`config.mk`:
```
export PLATFORM = sky130hd
export DESIGN_NAME = rom_seq_top
export DESIGN_NICKNAME = d
export VERILOG_FILES = /design/src/rom_seq_pkg.sv /design/src/rom_seq_top.sv /design/src/rom_seq_result.sv /design/src/rom_seq_execute.sv /design/src/rom_seq_decode.sv
export VERILOG_INCLUDE_DIRS = /design/src
export SDC_FILE = /design/constraint.sdc
export NUM_CORES = 1
export LEC_CHECK = 0
export BUFFER_PORTS_ARGS = -buffer_cell sky130_fd_sc_hd__buf_2
export CAP_MARGIN = 20
export CORE_MARGIN = 4
export CORE_UTILIZATION = 45
export CTS_BUF_LIST = sky130_fd_sc_hd__clkbuf_16
export CTS_CLUSTER_DIAMETER = 50
export DETAILED_ROUTE_END_ITERATION = 8
export HOLD_SLACK_MARGIN = 0.12
export PLACE_DENSITY = 0.69
export SLEW_MARGIN = 5
export SYNTH_ARGS = -nofsm -noshare
export SYNTH_HDL_FRONTEND = slang
export SYNTH_SLANG_ARGS = --single-unit
```
`constraint.sdc`:
```
create_clock -name clk -period 5.7 [get_ports clk]
set_clock_uncertainty 0.2 [all_clocks]
set_input_delay 0.57 -clock clk [delete_from_list [all_inputs] [get_ports clk]]
set_output_delay 0.57 -clock clk [all_outputs]
set_load 0.02 [all_outputs]
```
`src/rom_seq_params.svh`:
```
// Width macros for the program sequencer
// Address, page offset, opcode, instruction and retire counter widths

`ifndef ROM_SEQ_PARAMS_SVH
`define ROM_SEQ_PARAMS_SVH

// Program address and address register width
`define RS_ADDR_W  16

// In-page offset and increment register width
`define RS_IDX_W   12

`define RS_OP_W    4
`define RS_INSTR_W 22  // Opcode plus 18 payload bits

`define RS_SEQ_W   8   // Retire counter

`endif
```
`src/rom_seq_pkg.sv`:
```
// Shared types for the program sequencer
// Opcode enum, the two instruction views and their union,
// decoded control flags and the trace record

`default_nettype none

package rom_seq_pkg;

`include "rom_seq_params.svh"

    typedef enum logic [`RS_OP_W-1:0] {
        OP_NOP       = 4'd0,
        OP_GOTO_JA   = 4'd1,
        OP_CALL_JA   = 4'd2,
        OP_RET       = 4'd3,
        OP_GOTO_PT   = 4'd4,
        OP_CALL_PT   = 4'd5,
        OP_LOAD      = 4'd6,
        OP_READ_PT   = 4'd7,   // *pt++
        OP_READ_PT_I = 4'd8,   // *pt++i
        OP_STORE     = 4'd9
    } op_e;

    // Jump words carry an in-page target
    typedef struct packed {
        op_e                 op;
        logic [5:0]          spare;
        logic [`RS_IDX_W-1:0] ja;
    } jump_view_t;

    // Load and store words carry a register select and an immediate
    typedef struct packed {
        op_e                  op;
        logic [1:0]           r;    // 0 pt, 1 pr, 2 i, 3 none
        logic [`RS_ADDR_W-1:0] imm;
    } load_view_t;

    typedef union packed {
        jump_view_t jmp;
        load_view_t ld;
    } instr_u;

    typedef struct packed {
        logic                  jump_ja;  // goto or call to ja
        logic                  call;     // Save return address
        logic                  ret;
        logic                  via_pt;   // Jump target is pt
        logic                  load;
        logic                  store;
        logic                  pt_read;
        logic                  istep;    // Post-increment pt by i
        logic [1:0]            reg_sel;
        logic [`RS_IDX_W-1:0]  ja;
        logic [`RS_ADDR_W-1:0] imm;
        op_e                   op;
    } dec_op_t;

    typedef struct packed {
        op_e                   op;
        logic [`RS_SEQ_W-1:0]  seq;
        logic [`RS_ADDR_W-1:0] pc;
        logic [`RS_ADDR_W-1:0] rom_addr;  // Next program address
        logic [`RS_ADDR_W-1:0] data;
    } trace_t;

endpackage

`default_nettype wire

```
`src/rom_seq_top.sv`:
```
// Program sequencer top level
// Decode, execute and result stages between the
// instruction link and the trace link

`default_nettype none

module rom_seq_top (
    input  logic                clk,
    input  logic                rst,
    // Instruction link
    input  logic                ins_req,
    input  rom_seq_pkg::instr_u ins_word,
    output logic                ins_ack,
    // Trace link
    output logic                trc_req,
    input  logic                trc_ack,
    output rom_seq_pkg::trace_t trc
);

    rom_seq_pkg::dec_op_t op;
    logic                 op_valid;
    logic                 op_take;
    rom_seq_pkg::trace_t  trc_in;
    logic                 trc_valid;
    logic                 slot_free;

    rom_seq_decode u_decode (
        .clk      (clk),
        .rst      (rst),
        .ins_req  (ins_req),
        .ins_word (ins_word),
        .ins_ack  (ins_ack),
        .op       (op),
        .op_valid (op_valid),
        .op_take  (op_take)
    );

    rom_seq_execute u_execute (
        .clk       (clk),
        .rst       (rst),
        .op        (op),
        .op_valid  (op_valid),
        .op_take   (op_take),
        .slot_free (slot_free),
        .trc_in    (trc_in),
        .trc_valid (trc_valid)
    );

    rom_seq_result u_result (
        .clk       (clk),
        .rst       (rst),
        .trc_in    (trc_in),
        .trc_valid (trc_valid),
        .slot_free (slot_free),
        .trc_req   (trc_req),
        .trc       (trc),
        .trc_ack   (trc_ack)
    );

endmodule

`default_nettype wire

```
`src/rom_seq_result.sv`:
```
// Trace output stage
// Holding slot with retire counter stamp and
// the four-phase req/ack handshake back to the host

`default_nettype none

`include "rom_seq_params.svh"

module rom_seq_result (
    input  logic                clk,
    input  logic                rst,
    input  rom_seq_pkg::trace_t trc_in,
    input  logic                trc_valid,
    output logic                slot_free,
    output logic                trc_req,
    output rom_seq_pkg::trace_t trc,
    input  logic                trc_ack
);

    typedef enum logic [1:0] {
        TR_IDLE,    // Slot empty
        TR_REQ,     // Record offered
        TR_DONE     // Waiting for ack to drop
    } tr_state_e;

    tr_state_e            state;
    logic [`RS_SEQ_W-1:0] seq_cnt;

    assign slot_free = (state == TR_IDLE);
    assign trc_req   = (state == TR_REQ);

    always_ff @(posedge clk or posedge rst) begin
        if (rst) begin
            state   <= TR_IDLE;
            seq_cnt <= '0;
        end else begin
            case (state)
                TR_IDLE: begin
                    if (trc_valid) begin
                        state   <= TR_REQ;
                        seq_cnt <= seq_cnt + `RS_SEQ_W'(1);  // Wraps
                    end
                end
                TR_REQ:  if (trc_ack) state <= TR_DONE;
                TR_DONE: if (!trc_ack) state <= TR_IDLE;
                default: state <= TR_IDLE;
            endcase
        end
    end

    // Slot contents, steady while trc_req is high
    always_ff @(posedge clk) begin
        if (trc_valid && state == TR_IDLE) begin
            trc     <= trc_in;
            trc.seq <= seq_cnt;
        end
    end

endmodule

`default_nettype wire

```
`src/rom_seq_execute.sv`:
```
// ROM address arithmetic unit
// Program counter, return register, table pointer and increment register,
// next-address selection and trace record generation

`default_nettype none

`include "rom_seq_params.svh"

module rom_seq_execute (
    input  logic                 clk,
    input  logic                 rst,
    input  rom_seq_pkg::dec_op_t op,
    input  logic                 op_valid,
    output logic                 op_take,
    input  logic                 slot_free,
    output rom_seq_pkg::trace_t  trc_in,
    output logic                 trc_valid
);

    logic [`RS_ADDR_W-1:0] pc;     // Program counter
    logic [`RS_ADDR_W-1:0] pr;     // Return register
    logic [`RS_ADDR_W-1:0] pt;     // Table pointer
    logic [`RS_IDX_W-1:0]  i;      // Increment register

    logic [`RS_ADDR_W-1:0] seq_pc;
    logic [`RS_ADDR_W-1:0] next_pc;
    logic [`RS_ADDR_W-1:0] next_pt;
    logic [`RS_IDX_W-1:0]  pt_step;
    logic [`RS_ADDR_W-1:0] i_sext;
    logic [`RS_ADDR_W-1:0] reg_dout;
    logic [`RS_ADDR_W-1:0] rep_data;
    rom_seq_pkg::trace_t   rec;

    // Result slot must be free before an op retires
    assign op_take = op_valid && slot_free;

    assign seq_pc  = pc + `RS_ADDR_W'(1);
    assign pt_step = op.istep ? i : `RS_IDX_W'(1);
    // Post-increment stays inside the 4K page
    assign next_pt = {pt[`RS_ADDR_W-1:`RS_IDX_W], pt[`RS_IDX_W-1:0] + pt_step};
    assign i_sext  = {{(`RS_ADDR_W-`RS_IDX_W){i[`RS_IDX_W-1]}}, i};

    always_comb begin
        if (op.jump_ja)
            next_pc = {pc[`RS_ADDR_W-1:`RS_IDX_W], op.ja};  // Page bits kept
        else if (op.via_pt)
            next_pc = pt;
        else if (op.ret)
            next_pc = pr;
        else
            next_pc = seq_pc;
    end

    // Register read-back
    always_comb begin
        case (op.reg_sel)
            2'd0:    reg_dout = pt;
            2'd1:    reg_dout = pr;
            2'd2:    reg_dout = i_sext;
            default: reg_dout = '0;
        endcase
    end

    always_comb begin
        if (op.pt_read)
            rep_data = pt;            // Pre-increment table address
        else if (op.store)
            rep_data = reg_dout;
        else
            rep_data = '0;
    end

    always_comb begin
        rec          = '0;
        rec.op       = op.op;
        rec.pc       = pc;
        rec.rom_addr = next_pc;
        rec.data     = rep_data;
        // seq is stamped by the result stage
    end

    always_ff @(posedge clk or posedge rst) begin
        if (rst) begin
            pc        <= '0;
            pr        <= '0;
            pt        <= '0;
            i         <= '0;
            trc_valid <= 1'b0;
        end else begin
            trc_valid <= op_take;
            if (op_take) begin
                pc <= next_pc;
                if (op.call) pr <= seq_pc;

                if (op.load) begin
                    case (op.reg_sel)
                        2'd0:    pt <= op.imm;
                        2'd1:    pr <= op.imm;
                        2'd2:    i  <= op.imm[`RS_IDX_W-1:0];
                        default: ;    // No target
                    endcase
                end

                if (op.pt_read) pt <= next_pt;
            end
        end
    end

    // Trace payload
    always_ff @(posedge clk) begin
        if (op_take) trc_in <= rec;
    end

endmodule

`default_nettype wire

```
`src/rom_seq_decode.sv`:
```
// Instruction intake and decoding
// Four-phase req/ack intake FSM, one-word holding slot
// and the opcode decoder driving the execute stage

`default_nettype none

module rom_seq_decode (
    input  logic                clk,
    input  logic                rst,
    input  logic                ins_req,
    input  rom_seq_pkg::instr_u ins_word,
    output logic                ins_ack,
    output rom_seq_pkg::dec_op_t op,
    output logic                op_valid,
    input  logic                op_take
);

    typedef enum logic {
        IN_IDLE,
        IN_ACK     // Word captured, waiting for req to drop
    } in_state_e;

    in_state_e           state;
    rom_seq_pkg::instr_u word_q;
    logic                capture;

    // Only take a word when the slot is empty and the last ack is gone
    assign capture = (state == IN_IDLE) && ins_req && !op_valid;
    assign ins_ack = (state == IN_ACK);

    always_ff @(posedge clk or posedge rst) begin
        if (rst) begin
            state    <= IN_IDLE;
            op_valid <= 1'b0;
        end else begin
            case (state)
                IN_IDLE: if (capture) state <= IN_ACK;
                IN_ACK:  if (!ins_req) state <= IN_IDLE;
                default: state <= IN_IDLE;
            endcase

            if (op_take)
                op_valid <= 1'b0;   // Execute has it
            else if (capture)
                op_valid <= 1'b1;
        end
    end

    // Holding slot
    always_ff @(posedge clk) begin
        if (capture) word_q <= ins_word;
    end

    always_comb begin
        op         = '0;
        op.op      = word_q.jmp.op;
        op.ja      = word_q.jmp.ja;     // Jump view
        op.reg_sel = word_q.ld.r;       // Load view
        op.imm     = word_q.ld.imm;

        case (word_q.jmp.op)
            rom_seq_pkg::OP_NOP: ;
            rom_seq_pkg::OP_GOTO_JA: op.jump_ja = 1'b1;
            rom_seq_pkg::OP_CALL_JA: begin
                op.jump_ja = 1'b1;
                op.call    = 1'b1;
            end
            rom_seq_pkg::OP_RET:     op.ret = 1'b1;
            rom_seq_pkg::OP_GOTO_PT: op.via_pt = 1'b1;
            rom_seq_pkg::OP_CALL_PT: begin
                op.via_pt = 1'b1;
                op.call   = 1'b1;
            end
            rom_seq_pkg::OP_LOAD:    op.load = 1'b1;
            rom_seq_pkg::OP_READ_PT: op.pt_read = 1'b1;
            rom_seq_pkg::OP_READ_PT_I: begin
                op.pt_read = 1'b1;
                op.istep   = 1'b1;
            end
            rom_seq_pkg::OP_STORE:   op.store = 1'b1;
            default:                 op.op = rom_seq_pkg::OP_NOP;  // Plain advance
        endcase
    end

endmodule

`default_nettype wire

```
=== Yosys cells after proc, flatten, opt, wreduce, memory -nomap -nowiden ===
Cells that the tools add are included.

* Register bits after elaboration: 207
* Input bits: 26
* Output and inout bits: 62

* Add/sub/neg operators: 3
* Eq/ne operators: 16
* Muxes and demuxes: 30
* Bitwise gates (word level): 2
* Reduce and logical (&&, ||, !) cells: 21

{| class="wikitable"
|+ Operator list
! kind !! count
|-
| $mux W16 || 8
|-
| $mux W12 || 4
|-
| $pmux W16 S3 || 1
|-
| $add A16 B1 Y16 const B || 1
|-
| $eq A4 B3 Y1 const B || 4
|-
| $add A12 B12 Y12 || 1
|-
| $mux W1 || 12
|-
| $reduce_or A10 Y1 || 1
|-
| $reduce_and A3 Y1 || 3
|-
| $add A8 B1 Y8 const B || 1
|-
| $eq A4 B2 Y1 const B || 2
|-
| $eq A4 B4 Y1 const B || 2
|-
| $reduce_or A2 Y1 || 4
|-
| $mux W2 || 3
|-
| $pmux W2 S3 || 1
|-
| $reduce_bool A2 Y1 || 3
|-
| $eq A2 B1 Y1 const B || 2
|-
| $eq A2 B2 Y1 const B || 2
|-
| $eq A4 B1 Y1 const B || 1
|-
| $logic_and A1 B1 Y1 || 4
|-
| $logic_not A2 Y1 || 2
|-
| $logic_not A4 Y1 || 1
|-
| $ne A2 B2 Y1 const B || 2
|-
| $reduce_and A4 Y1 || 1
|-
| 5 further kinds || 6
|}

=== Longest topological paths before layout ===
* Depth in word-level cells: 6
* Gate-level depth with buffers: 12

=== Cells and area by module ===
From an unflattened synthesis, not the netlist that was laid out.

* Cells, all modules: 727
* Area, all modules: 9,162.5 µm²

{| class="wikitable"
|+ By module, submodules not included
! module !! instances !! cells each !! area an instance (µm²) !! seq. area each (µm²)
|-
| rom_seq_execute || 1 || 547 || 5,816.8 || 3,088.0
|-
| rom_seq_result || 1 || 101 || 2,273.4 || 2,052.0
|-
| rom_seq_decode || 1 || 79 || 1,072.3 || 710.7
|}

=== Worst setup path before layout ===
No wires, ideal clock.

* Kind: reg-to-reg
* Start: register u_result.state[0]
* End: register u_result.seq_cnt[5]
* Arrival time: 3.105 ns
* Required time: 5.377 ns
* Slack: 2.272 ns
* Cell stages (with the launch flop): 7
* Clock period less this slack: 3.428 ns
* Cell sequence: dfrtp_1 nor2_1 and2_1 clkbuf_1 and4_1 nand3_1 xnor2_1

* Cells in the longest elaborated chain, start to end: 2

{| class="wikitable"
|+ RTL lines
! element !! line !! source
|-
| start: declaration || rom_seq_result.sv:26 || <nowiki>tr_state_e state;</nowiki>
|-
| start signal: assignment || rom_seq_result.sv:34 || <nowiki>state <= TR_IDLE;</nowiki>
|-
| start signal: assignment || rom_seq_result.sv:40 || <nowiki>state <= TR_REQ;</nowiki>
|-
| start signal: assignment || rom_seq_result.sv:44 || <nowiki>TR_REQ: if (trc_ack) state <= TR_DONE;</nowiki>
|-
| $logic_not A2 Y1 || rom_seq_result.sv:37 || <nowiki>case (state)</nowiki>
|-
| $reduce_and A2 Y1 (no line) || - ||
|-
| end signal: assignment || rom_seq_result.sv:41 || <nowiki>seq_cnt <= seq_cnt + `RS_SEQ_W'(1);</nowiki>
|-
| end: declaration || rom_seq_result.sv:27 || <nowiki>logic [`RS_SEQ_W-1:0] seq_cnt;</nowiki>
|}

Every way passes these cells.
A chain may end at the register's enable or synchronous reset.

=== Final worst setup path ===
* Start: register u_decode.word_q[19] (netlist name)
* End: register u_execute.pt[11]

* Cells in the longest elaborated chain, start to end: 5

{| class="wikitable"
|+ RTL lines
! element !! line !! source
|-
| start: declaration || rom_seq_decode.sv:24 || <nowiki>rom_seq_pkg::instr_u word_q;</nowiki>
|-
| start signal: assignment || rom_seq_decode.sv:51 || <nowiki>if (capture) word_q <= ins_word;</nowiki>
|-
| $eq A4 B4 Y1 or $eq A4 B3 Y1 (tied branches) || rom_seq_decode.sv:61 || <nowiki>case (word_q.jmp.op)</nowiki>
|-
| $mux W1 or $reduce_or A2 Y1 (tied branches) || - ||
|-
| $mux W12 or $mux W1 (tied branches) || rom_seq_execute.sv:38, rom_seq_decode.sv:61 ||
|-
| $add A12 B12 Y12 or $reduce_bool A2 Y1 (tied branches) || - ||
|-
| $mux W12 or $reduce_and A3 Y1 (tied branches) || - ||
|-
| end signal: assignment || rom_seq_execute.sv:97 || <nowiki>2'd0: pt <= op.imm;</nowiki>
|-
| end signal: assignment || rom_seq_execute.sv:104 || <nowiki>if (op.pt_read) pt <= next_pt;</nowiki>
|-
| end: declaration || rom_seq_execute.sv:22 || <nowiki>logic [`RS_ADDR_W-1:0] pt;</nowiki>
|}

Parallel ways exist; a longest one is shown, timed or not.

==> out/metrics.yaml <==
status: "finished clean"
synth_area_leaders: "edfxtp_1 (45%), dfrtp_1 (20%), mux2_2 (3.4%)"
dp_cells: 1045
cp.arrival_ns: 4.07
tightest_slew_ns: 0.9872
cp_data_required_time_ns: 5.92
yosys.area.top_type_share_pct: 44.57
synth_async_sr_flop_share_pct: 35.27
yosysSeqAreaShare_pct: 64.81
tns_ns: 0
syn_avg_cell_area_um2: 12.63
hp-start: "u_execute.trc_in[19]"
hold_path_end: "u_result.trc[19]"
grt_pass1_vias: 5593
synth.distinct_cells: 65
grt_overflow: 0
p_switching_w: 0.001828
rows: 51
dr_total_vias: 5944
ir_worst_vdd_uv: 229.9
power_frac_clock_pct: 27.4
final_hold_viol_count: 0
wirelength_um: 19200
post-route-drc-count: 0
numClockSinks: 207
drt_iter0_drc: 435
final.period_utilization_pct: 67.54
rsz0062_at_grt: "no"
finalWeightedCongestion: 0.9105
grtUsageTotal_pct: 17.21
setup_viol_count_final: 0
antenna_found_initial: 0
p_leak_nw: 4.236
maxSlewHeadroom_pct: 33.83
die_h_um: 149.6
maxCapViolations: 0
top_level_ports: 88
holdWs_ns: 0.2153
clockBufferDepth: 3
cts.htree.levels: 1
start_util_pct: 46.08
viasPerCell: 5.326
crit_path_max_fanout: 28
dieArea_um2: 22390
drive_above_1_share_pct: 20.92
dr.pass1.iters: 5
synth-edff-count: 134
cts_inserted_buffers: 25
fp.coreArea_um2: 19590
hold_path.class: "reg -> reg"
fin_nets: 872
r2r_cells: 10
clk_transition_reported_paths_ns: 0.06
stdcell_count: 1116
area_growth_syn_to_layout_pct: 19.64
min_period_ns: 3.850
portBuffers: 87
wire_per_inst_um: 17.20
cts_tree: "yes"
crit_path_start_kind: "flop"
power_frac_seq_pct: 47.4
fmax_mhz: 259.7
synth.largest_area_cell: "edfxtp_1"
whs_path_depth: 0
yosys_warnings: 0
grt_max_degree: 51
post-dp-hpwl_um: 13130
syn_nets: 755
antenna_cells: 0
r2r-end: "u_execute.pt[11]"
synthFlopType: "edfxtp_1"
total_power_w: 0.005470
synth_seq_cells: 207
clock_latency_ns: 0.51
clockRootBuffer: "clkbuf_16"
finalMaxSlewViolations: 0
die_width_um: 149.6
path_class: "reg -> reg"
p_sw_share_pct: 33.41
syn-cell-area_um2: 9027
power_frac_comb_pct: 25.2
internal_power_w: 0.003642
grt_pass1_wl_um: 30610
reg2reg_from: "u_decode.word_q[19]"
drtAntennaViolNets: 0
regToRegSetupSlack_ns: 1.85
p_per_area_nw_per_um2: 506.5
cp-end-kind: "flop"
syn-instance-count: 715
## synthesized netlist by cell type, types with 4 or more instances
| master | instances |
|---|---|
| nor2b_1 | 13 |
| and3_1 | 6 |
| ha_1 | 13 |
| nand3_1 | 11 |
| buf_2 | 13 |
| nand2_1 | 65 |
| inv_1 | 14 |
| nand2b_1 | 9 |
| clkbuf_1 | 16 |
| a21o_1 | 10 |
| nor3_1 | 13 |
| and2_1 | 13 |
| edfxtp_1 | 134 |
| o22a_1 | 6 |
| or3_1 | 4 |
| nand4_1 | 4 |
| o21bai_1 | 5 |
| a22oi_1 | 13 |
| o21ai_0 | 41 |
| mux2i_1 | 4 |
| o21a_1 | 6 |
| a21oi_1 | 53 |
| dfrtp_1 | 73 |
| xnor2_1 | 22 |
| o32ai_1 | 5 |
| mux2_2 | 27 |
| nor2_1 | 51 |
| a31oi_1 | 4 |
| o22ai_1 | 8 |
| xor2_1 | 8 |
## critical path: stages (launching register included)
cell and delay (ns):
edfxtp_1 0.75, nor4b_4 0.80, nand2_1 0.20, inv_1 0.09, ha_1 0.23, a211oi_1 0.31, nor2_1 0.07, o41ai_1 0.51
o21ai_0 0.23, xnor2_1 0.17, o31ai_1 0.18
## power by group through the flow
stage                     registers [W]  logic (W)  clock network, W
after floorplan                 0.00265   0.000882                 0
after global placement          0.00260    0.00134                 0
after detailed placement        0.00261    0.00137                 0
after CTS                       0.00259    0.00139           0.00153
after global routing            0.00265    0.00153           0.00161
final                           0.00259    0.00138           0.00150
## per-stage QoR
step / utilization [%] / cell area, µm² / setup WS, ns
global route: 55.13 / 10800 / 1.482
CTS: 55.13 / 10800 / 1.798
finish: 55.13 / 10800 / 1.850
detailed placement: 49.75 / 9746 / 1.829
global placement: 49.75 / 9746 / 1.851
floorplan: - / 9027 / 2.272
## cell families after synthesis
logic type      Yosys count  share of synthesized area, %
simple gates            207                         11.45
buf+inv                  48                         2.384
compound gates          178                         12.61
mux                      31                         3.812
fa+ha+maj                14                         2.024
flops                   207                         64.81
xor+xnor                 30                         2.911
## how the worst max path moves through the flow
stage	startpoint	to	slack [ns]	depth (start not counted)
5_1_grt	u_decode.word_q[19]	u_execute.pt[11]	1.48	10
3_3_place_gp	u_decode.word_q[19]	u_execute.pt[11]	1.85	10
2_1_floorplan	u_result.state[0]	u_result.seq_cnt[5]	2.27	6
4_1_cts	u_decode.word_q[19]	u_execute.pt[11]	1.80	10
3_5_place_dp	u_decode.word_q[19]	u_execute.pt[11]	1.83	10
6_report	u_decode.word_q[19]	u_execute.pt[11]	1.85	10
## final cells by class
class	count	area [µm²]
fillers	1651	8790
flip-flops and latches	207	5851
multi-input cells	460	2973
repair buffers	124	788.3
clock buffers	25	625.6
well taps	265	331.6
clock inverters	21	178.9
inverters	14	52.55
## flip-flops by register name (all words and copies together) (netlist names)
name,flops
u_decode.ins_ack,1
u_decode.op_valid,1
u_decode.word_q,22
u_execute.i,12
u_execute.pc,16
u_execute.pr,16
u_execute.pt,16
u_execute.trc_in,52
u_execute.trc_valid,1
u_result.seq_cnt,8
u_result.state,2
u_result.trc,60
## layer usage
metal / track usage, % / share of wire (%) / vias up
met5: 0 / 0 / -
met4: 5.263 / 2.2 / 0
met3: 3.119 / 7.4 / 34
met2: 26.72 / 46 / 207
met1: 24.88 / 44 / 2814
li1: - / - / 2889
## placed cells by master (no fill, tap or decap), drive strengths merged, types with 4 or more instances in the layout
cell type    Yosys  final
o32ai            5      5
nand4            4      4
o21ai           41     41
clkbuf          16     25
ha              13     13
o22a             6      6
and3             6      6
o21bai           5      5
nand2b           9      9
nor2b           13     13
o22ai            8      8
mux2i            4      4
nor3            14     14
nand2           65     65
nor2            51     51
xor2             8      8
a31oi            4      4
and2            13     13
a21oi           54     54
o21a             6      6
dlygate4sd3      0     25
inv             14     22
xnor2           22     22
buf             18     99
clkinv           0     10
dfrtp           73     73
edfxtp         134    134
a21o            10     10
a22oi           13     13
or3              5      5
nand3           11     11
mux2            27     27
## timing repair
item	CTS	global route
hold endpoints to repair	47	0
resized for setup	0	0
hold buffers	25	0
buffers inserted	0	0
Power figures use the tool's default switching activity.
